===== config.mk =====
export PLATFORM = sky130hd
export DESIGN_NAME = issue_top
export DESIGN_NICKNAME = d
export VERILOG_FILES = /design/src/common/issue_pkg.sv /design/src/rtl/reservation_station.sv /design/src/rtl/allocator.sv /design/src/issue/stage_issue.sv /design/src/rtl/issue_top.sv
export SDC_FILE = /design/constraint.sdc
export NUM_CORES = 1
export LEC_CHECK = 0
export ABC_CLOCK_PERIOD_IN_PS = 6300
export BUFFER_PORTS_ARGS = -buffer_cell sky130_fd_sc_hd__buf_2
export CORE_MARGIN = 2
export CORE_UTILIZATION = 58
export DETAILED_ROUTE_END_ITERATION = 7
export HOLD_SLACK_MARGIN = 0.1
export PLACE_DENSITY = 0.79
export REMOVE_ABC_BUFFERS = 1
export SLEW_MARGIN = 20
export SYNTH_ARGS = -nofsm -noshare
export SYNTH_HDL_FRONTEND = slang
export SYNTH_SLANG_ARGS = --single-unit

===== constraint.sdc =====
create_clock -name clock -period 6.3 [get_ports clock]
set_input_delay 0.315 -clock clock [delete_from_list [all_inputs] [get_ports clock]]
set_output_delay 0.315 -clock clock [all_outputs]
set_load 0.02 [all_outputs]

===== src/common/issue_pkg.sv =====
`default_nettype none

package issue_pkg;

    localparam int TAG_WIDTH     = 6;
    localparam int PAYLOAD_WIDTH = 16;
    localparam int RS_IDX_WIDTH  = 3;

    // Physical register tag
    typedef logic [TAG_WIDTH-1:0] tag_t;

    // Opcode and immediate, carried through issue untouched
    typedef logic [PAYLOAD_WIDTH-1:0] payload_t;

    // Slot index inside one bank, depths up to 8
    typedef logic [RS_IDX_WIDTH-1:0] rs_idx_t;

    typedef struct packed {
        logic     valid;
        tag_t     dest_tag;
        tag_t     src1_tag;
        logic     src1_ready;
        tag_t     src2_tag;
        logic     src2_ready;
        payload_t payload;
    } rs_entry_t;

    // One per functional unit slot, names the bank entry that was granted
    typedef struct packed {
        logic    valid;
        rs_idx_t idx;
    } issue_clear_t;

    // Entry may be handed to a functional unit
    function automatic logic entry_ready(rs_entry_t entry);
        return entry.valid && entry.src1_ready && entry.src2_ready;
    endfunction

    // Apply a result broadcast to both sources of an entry
    function automatic rs_entry_t wake_entry(rs_entry_t entry, logic bc_valid, tag_t bc_tag);
        rs_entry_t woken;
        woken = entry;
        if (bc_valid && entry.src1_tag == bc_tag) begin
            woken.src1_ready = 1'b1;
        end
        if (bc_valid && entry.src2_tag == bc_tag) begin
            woken.src2_ready = 1'b1;
        end
        return woken;
    endfunction

endpackage

`default_nettype wire


===== src/rtl/reservation_station.sv =====
`default_nettype none

module reservation_station #(
    parameter int DEPTH  = 4,
    parameter int NUM_FU = 2
) (
    input  logic                                 clock,
    input  logic                                 reset,
    input  logic                                 flush,
    input  logic                                 dispatch_valid,
    input  issue_pkg::rs_entry_t                 dispatch_entry,
    input  logic                                 broadcast_valid,
    input  issue_pkg::tag_t                      broadcast_tag,
    input  issue_pkg::issue_clear_t [NUM_FU-1:0] clear,
    output issue_pkg::rs_entry_t    [DEPTH-1:0]  entries,
    output logic                                 full
);

    import issue_pkg::*;

    rs_entry_t [DEPTH-1:0] entries_next;
    logic      [DEPTH-1:0] valid_next;
    logic                  slot_found;

    always_comb begin
        entries_next = entries;
        slot_found   = 1'b0;

        // Granted entries leave the bank, the rest see the broadcast
        for (int i = 0; i < DEPTH; i++) begin
            for (int f = 0; f < NUM_FU; f++) begin
                if (clear[f].valid && clear[f].idx == rs_idx_t'(i)) begin
                    entries_next[i].valid = 1'b0;
                end
            end
            entries_next[i] = wake_entry(entries_next[i], broadcast_valid, broadcast_tag);
        end

        // Dispatch takes the lowest slot that is free right now
        // A new entry also catches a broadcast of the same cycle
        for (int i = 0; i < DEPTH; i++) begin
            if (dispatch_valid && !slot_found && !entries[i].valid) begin
                entries_next[i] = wake_entry(dispatch_entry, broadcast_valid, broadcast_tag);
                entries_next[i].valid = 1'b1;
                slot_found = 1'b1;
            end
        end

        for (int i = 0; i < DEPTH; i++) begin
            valid_next[i] = entries_next[i].valid;
        end
    end

    // Only the valid bits are cleared, fields of empty slots are don't care
    always_ff @(posedge clock) begin
        entries <= entries_next;
        full    <= &valid_next;
        if (reset || flush) begin
            for (int i = 0; i < DEPTH; i++) begin
                entries[i].valid <= 1'b0;
            end
            full <= 1'b0;
        end
    end

endmodule

`default_nettype wire


===== src/rtl/allocator.sv =====
`default_nettype none

module allocator #(
    parameter int NUM_RESOURCES = 2,
    parameter int NUM_REQUESTS  = 4
) (
    input  logic                                        clock,
    input  logic                                        reset,
    input  logic [NUM_REQUESTS-1:0]                     req,
    // Release pulse per resource, the unit has taken its instruction
    input  logic [NUM_RESOURCES-1:0]                    done,
    output logic [NUM_REQUESTS-1:0][NUM_RESOURCES-1:0]  grant
);

    logic [NUM_RESOURCES-1:0] busy;
    logic [NUM_RESOURCES-1:0] granted;
    logic [NUM_REQUESTS-1:0]  taken;
    logic                     found;

    // Free resources in ascending order go to the lowest waiting requests
    always_comb begin
        grant = '0;
        taken = '0;
        found = 1'b0;
        for (int r = 0; r < NUM_RESOURCES; r++) begin
            found = 1'b0;
            if (!busy[r]) begin
                for (int q = 0; q < NUM_REQUESTS; q++) begin
                    if (req[q] && !taken[q] && !found) begin
                        grant[q][r] = 1'b1;
                        taken[q]    = 1'b1;
                        found       = 1'b1;
                    end
                end
            end
        end
    end

    always_comb begin
        granted = '0;
        for (int q = 0; q < NUM_REQUESTS; q++) begin
            granted = granted | grant[q];
        end
    end

    // A fresh grant outlives a release of the same cycle
    always_ff @(posedge clock) begin
        if (reset) begin
            busy <= '0;
        end else begin
            busy <= (busy & ~done) | granted;
        end
    end

endmodule

`default_nettype wire


===== src/issue/stage_issue.sv =====
`default_nettype none

module stage_issue #(
    parameter int ALU_RS_DEPTH  = 4,
    parameter int MULT_RS_DEPTH = 4,
    parameter int NUM_FU_ALU    = 2,
    parameter int NUM_FU_MULT   = 1
) (
    input  logic                                        clock,
    input  logic                                        reset,
    input  logic                                        mispredict,
    input  issue_pkg::rs_entry_t    [ALU_RS_DEPTH-1:0]  alu_entries,
    input  issue_pkg::rs_entry_t    [MULT_RS_DEPTH-1:0] mult_entries,
    input  logic                    [NUM_FU_ALU-1:0]    alu_fu_done,
    input  logic                    [NUM_FU_MULT-1:0]   mult_fu_done,
    output issue_pkg::issue_clear_t [NUM_FU_ALU-1:0]    alu_clear,
    output issue_pkg::issue_clear_t [NUM_FU_MULT-1:0]   mult_clear,
    output issue_pkg::rs_entry_t    [NUM_FU_ALU-1:0]    issue_alu,
    output issue_pkg::rs_entry_t    [NUM_FU_MULT-1:0]   issue_mult,
    output logic                    [NUM_FU_ALU-1:0]    cdb_request_alu
);

    import issue_pkg::*;

    logic [ALU_RS_DEPTH-1:0]                   alu_ready;
    logic [MULT_RS_DEPTH-1:0]                  mult_ready;
    logic [ALU_RS_DEPTH-1:0][NUM_FU_ALU-1:0]   alu_grant;
    logic [MULT_RS_DEPTH-1:0][NUM_FU_MULT-1:0] mult_grant;

    rs_entry_t [NUM_FU_ALU-1:0]  alu_next;
    rs_entry_t [NUM_FU_MULT-1:0] mult_next;

    always_comb begin
        for (int i = 0; i < ALU_RS_DEPTH; i++) begin
            alu_ready[i] = entry_ready(alu_entries[i]);
        end
        for (int i = 0; i < MULT_RS_DEPTH; i++) begin
            mult_ready[i] = entry_ready(mult_entries[i]);
        end
    end

    // Mispredict drops every slot reservation
    allocator #(
        .NUM_RESOURCES (NUM_FU_ALU),
        .NUM_REQUESTS  (ALU_RS_DEPTH)
    ) alu_allocator (
        .clock (clock),
        .reset (reset | mispredict),
        .req   (alu_ready),
        .done  (alu_fu_done),
        .grant (alu_grant)
    );

    allocator #(
        .NUM_RESOURCES (NUM_FU_MULT),
        .NUM_REQUESTS  (MULT_RS_DEPTH)
    ) mult_allocator (
        .clock (clock),
        .reset (reset | mispredict),
        .req   (mult_ready),
        .done  (mult_fu_done),
        .grant (mult_grant)
    );

    // Grant matrix to per-slot clear index, and the next issue register
    always_comb begin
        alu_clear  = '0;
        mult_clear = '0;
        alu_next   = issue_alu;
        mult_next  = issue_mult;

        for (int f = 0; f < NUM_FU_ALU; f++) begin
            if (alu_fu_done[f]) begin
                alu_next[f].valid = 1'b0;
            end
        end
        for (int f = 0; f < NUM_FU_MULT; f++) begin
            if (mult_fu_done[f]) begin
                mult_next[f].valid = 1'b0;
            end
        end

        // Loaded after the done pulses, so a new grant wins
        for (int i = 0; i < ALU_RS_DEPTH; i++) begin
            for (int f = 0; f < NUM_FU_ALU; f++) begin
                if (alu_grant[i][f]) begin
                    alu_clear[f].valid = 1'b1;
                    alu_clear[f].idx   = rs_idx_t'(i);
                    alu_next[f]        = alu_entries[i];
                end
            end
        end
        for (int i = 0; i < MULT_RS_DEPTH; i++) begin
            for (int f = 0; f < NUM_FU_MULT; f++) begin
                if (mult_grant[i][f]) begin
                    mult_clear[f].valid = 1'b1;
                    mult_clear[f].idx   = rs_idx_t'(i);
                    mult_next[f]        = mult_entries[i];
                end
            end
        end
    end

    // Single-cycle ALU units ask for the result bus one cycle ahead
    always_comb begin
        for (int f = 0; f < NUM_FU_ALU; f++) begin
            cdb_request_alu[f] = alu_next[f].valid;
        end
    end

    always_ff @(posedge clock) begin
        issue_alu  <= alu_next;
        issue_mult <= mult_next;
        if (reset || mispredict) begin
            for (int f = 0; f < NUM_FU_ALU; f++) begin
                issue_alu[f].valid <= 1'b0;
            end
            for (int f = 0; f < NUM_FU_MULT; f++) begin
                issue_mult[f].valid <= 1'b0;
            end
        end
    end

endmodule

`default_nettype wire


===== src/rtl/issue_top.sv =====
`default_nettype none

module issue_top #(
    parameter int ALU_RS_DEPTH  = 4,
    parameter int MULT_RS_DEPTH = 4,
    parameter int NUM_FU_ALU    = 2,
    parameter int NUM_FU_MULT   = 1
) (
    input  logic                                    clock,
    input  logic                                    reset,
    input  logic                                    mispredict,
    input  logic                                    alu_dispatch_valid,
    input  issue_pkg::rs_entry_t                    alu_dispatch_entry,
    input  logic                                    mult_dispatch_valid,
    input  issue_pkg::rs_entry_t                    mult_dispatch_entry,
    input  logic                                    broadcast_valid,
    input  issue_pkg::tag_t                         broadcast_tag,
    input  logic                 [NUM_FU_ALU-1:0]   alu_fu_done,
    input  logic                 [NUM_FU_MULT-1:0]  mult_fu_done,
    output logic                                    alu_rs_full,
    output logic                                    mult_rs_full,
    output issue_pkg::rs_entry_t [NUM_FU_ALU-1:0]   issue_alu,
    output issue_pkg::rs_entry_t [NUM_FU_MULT-1:0]  issue_mult,
    output logic                 [NUM_FU_ALU-1:0]   cdb_request_alu
);

    import issue_pkg::*;

    rs_entry_t    [ALU_RS_DEPTH-1:0]  alu_entries;
    rs_entry_t    [MULT_RS_DEPTH-1:0] mult_entries;
    issue_clear_t [NUM_FU_ALU-1:0]    alu_clear;
    issue_clear_t [NUM_FU_MULT-1:0]   mult_clear;

    reservation_station #(
        .DEPTH  (ALU_RS_DEPTH),
        .NUM_FU (NUM_FU_ALU)
    ) alu_rs (
        .clock           (clock),
        .reset           (reset),
        .flush           (mispredict),
        .dispatch_valid  (alu_dispatch_valid),
        .dispatch_entry  (alu_dispatch_entry),
        .broadcast_valid (broadcast_valid),
        .broadcast_tag   (broadcast_tag),
        .clear           (alu_clear),
        .entries         (alu_entries),
        .full            (alu_rs_full)
    );

    reservation_station #(
        .DEPTH  (MULT_RS_DEPTH),
        .NUM_FU (NUM_FU_MULT)
    ) mult_rs (
        .clock           (clock),
        .reset           (reset),
        .flush           (mispredict),
        .dispatch_valid  (mult_dispatch_valid),
        .dispatch_entry  (mult_dispatch_entry),
        .broadcast_valid (broadcast_valid),
        .broadcast_tag   (broadcast_tag),
        .clear           (mult_clear),
        .entries         (mult_entries),
        .full            (mult_rs_full)
    );

    stage_issue #(
        .ALU_RS_DEPTH  (ALU_RS_DEPTH),
        .MULT_RS_DEPTH (MULT_RS_DEPTH),
        .NUM_FU_ALU    (NUM_FU_ALU),
        .NUM_FU_MULT   (NUM_FU_MULT)
    ) stage_issue_i (
        .clock           (clock),
        .reset           (reset),
        .mispredict      (mispredict),
        .alu_entries     (alu_entries),
        .mult_entries    (mult_entries),
        .alu_fu_done     (alu_fu_done),
        .mult_fu_done    (mult_fu_done),
        .alu_clear       (alu_clear),
        .mult_clear      (mult_clear),
        .issue_alu       (issue_alu),
        .issue_mult      (issue_mult),
        .cdb_request_alu (cdb_request_alu)
    );

endmodule

`default_nettype wire


==> qor.yml <==
status: "finished, final reports clean"
antenna_found_initial: 2
clock-sinks: 412
grt_first_pass_wirelength_um: 66100
worst_skew_pair.late_latency_ns: 0.55
pwr-share-clk_pct: 42.0
start_util_pct: 58.5
die-area_mm2: 0.0312
overflow: 0
synthCells: 1236
crit_path_top_delay_cell: "dfxtp_1"
cts_tree: "built"
vias: 11970
total_power_mw: 5.76
wl_per_cell_um: 22.8
grt_setup_unrepaired: "no"
synth-seq-cells: 412
die-width_um: 177
finalWirelength_um: 43500
max_cap_violations: 0
yosys_warnings: 0
clk_path_buf_depth: 3
maxSlewHeadroom_pct: 29.5
synth_area_per_cell_um2: 14.0
final_common_cell: "edfxtp_1"
finalSetupViolations: 0
path_buf_inv: 1
hold_class: "input port to flip-flop"
cp.required_ns: 5.98
path_class: "flip-flop to primary output"
portBuffers: 201
nets: 1575
peakVddDrop_uv: 282
intPower_mw: 4.56
io_pins: 204
place_hpwl_um: 25300
routed_via_density: 6.26
finClkSkew_ns: 0.0170
drtPass1Iterations: 8
hold_viol: 0
num_rows: 63
first_iter_violations: 1615
pwr-share-seq_pct: 53.4
cp-start-kind: "flip-flop"
p_sw_mw: 1.20
grt_max_degree: 65
fmax_mhz: 259
mostFrequentLayoutCells: "edfxtp_1, buf_2, xnor2_1"
worst_pin_slew_ns: 1.05
ant_nets: 0
gp_routability_congestion: 0.858
seq_area_mm2: 0.0122
synth_seq_area_share_pct: 70.8
holdBufCountCts: 72
ys_types: 48
die_h_um: 177
finalSetupTns_ns: 0
path_cells: "and3_1 > o31ai_1 > a311oi_1 > a21o_1 > buf_2"
drive_gt1_share_pct: 20.0
post_cts_buffers: 0
cpLargestDelayFamily: "flip-flops"
swShare_pct: 20.8
num-fill-cells: 1944
core_mm2: 0.0295
post-route-drc-count: 0
grt_use_total_pct: 27.7
cts_resized: 0
cts-root-buf: "clkbuf_16"
htreeDepth: 2
fin_crit_sh_pct: 61.3
syn_area_mm2: 0.0173
comb_power_share_pct: 4.6
worstPathMaxFanout: 27
syn_to_final_growth_pct: 20.2
worstSetupEndpointType: "primary output"
period_needed_ns: 3.86
hold_slack_ns: 0.123
multiInputGateArea_mm2: 0.00468
arrival_ns: 3.54
power_density_mw_per_mm2: 278
clk_pin_slew_worst_paths_ns: 0.06
finalMaxSlewViolations: 0
p_leak_nw: 7.12
cts_buffers: 41
critPathMaxStageDelay_ns: 1.00
grt_pass1_vias: 12142
[sequential cells by signal, summed over array words and instances (netlist names)]
name / count
alu_rs.entries: 148
mult_rs.entries: 148
stage_issue_i.issue_alu: 74
stage_issue_i.mult_allocator.busy: 1
stage_issue_i.alu_allocator.busy: 2
mult_rs.full: 1
alu_rs.full: 1
stage_issue_i.issue_mult: 37
[worst reg2reg max path, stage by stage (launching register included)]
cell,delay [ns]
dfxtp_1,1.00
and3_1,0.86
xnor2_1,0.22
or3_4,0.42
a31oi_4,0.73
buf_16,0.23
a221o_1,0.16
[cell type report]
class                   count  area share [%]
diodes                      3          0.0362
multi-input cells         720            22.6
clock buffers              51            5.28
clock inverters            25            1.16
well taps                 390            2.35
repair buffers            301            9.53
flip-flops and latches    412            58.9
inverters                  10           0.181
[stage by stage]
step	util, %	setup WS, ns	instance area (um2)	instances
final	70.4	2.44	20700	1912
after floorplan	-	0.686	16900	1142
after global routing	70.3	2.40	20700	1910
after global placement	63.1	2.43	18600	1758
after CTS	70.2	2.38	20700	1907
after detailed placement	63.2	2.31	18600	1759
[logic make-up after synthesis]
logic type,count (synthesis),share of synthesized area (%)
AOI/OAI and AO/OA,328,12.2
xor gates and xnor gates,121,6.14
adders and majority gates,2,0.116
buffers and inverters,104,2.59
DFF,412,70.8
and+or+nand+nor,269,8.23
[worst paths after layout]
| kind | from | endpoint | slack, ns | depth (start not counted) |
|---|---|---|---|---|
| hold / removal | alu_fu_done[1] | stage_issue_i.alu_allocator.busy[1] | 0.12 | 4 |
| hold reg to reg | stage_issue_i.issue_mult[36] | stage_issue_i.issue_mult[36] | 0.51 | 2 |
| setup / recovery | alu_rs.entries[73] | cdb_request_alu[1] | 2.44 | 5 |
| setup reg to reg | alu_rs.entries[73] | stage_issue_i.issue_alu[59] | 2.54 | 6 |
[routing by layer]
layer	track usage [%]	up-vias	routed length, um
li1	-	5336	-
met1	34.1	5770	16000
met2	48.6	748	22200
met3	5.84	116	4170
met4	10.1	0	1120
met5	0	-	0
[cell usage after synthesis (all sizes together)]
| library cell | count | area (um2) |
|---|---|---|
| nor3b | 1 | 7.51 |
| maj3 | 2 | 20.0 |
| o32ai | 1 | 8.76 |
| a41oi | 3 | 26.3 |
| a31oi | 2 | 27.5 |
| o22ai | 37 | 231 |
| nor4 | 6 | 52.6 |
| nand3 | 37 | 185 |
| or3b | 1 | 8.76 |
| or2 | 4 | 25.0 |
| dfxtp | 16 | 320 |
| nor2b | 3 | 18.8 |
| a41o | 2 | 20.0 |
| nand4 | 63 | 394 |
| a31o | 1 | 8.76 |
| o21ai | 94 | 470 |
| a221o | 34 | 340 |
| inv | 10 | 37.5 |
| buf | 24 | 146 |
| edfxtp | 396 | 11900 |
| xnor2 | 99 | 867 |
| nand2 | 42 | 158 |
| a21o | 2 | 15.0 |
| and2 | 12 | 75.1 |
| a21oi | 77 | 385 |
| nor3 | 29 | 150 |
| o21a | 1 | 7.51 |
| o211ai | 1 | 7.51 |
| or3 | 1 | 11.3 |
| or4 | 1 | 7.51 |
| o31ai | 2 | 15.0 |
| a22oi | 68 | 510 |
| clkbuf | 70 | 263 |
| nand2b | 5 | 31.3 |
| nor2 | 45 | 169 |
| nor4b | 1 | 15.0 |
| xor2 | 22 | 193 |
| and3 | 18 | 113 |
| a311oi | 3 | 26.3 |
[power groups by stage]
stage                     Combinational [mW]  Sequential [mW]  Clock (mW)
after detailed placement               0.223             3.13           0
after global placement                 0.217             3.13           0
after floorplan                        0.103             3.13           0
after CTS                              0.260             3.07        2.43
after global routing                   0.286             3.08        2.55
final                                  0.266             3.08        2.42
No activity file was read; power rests on OpenSTA's default activity.
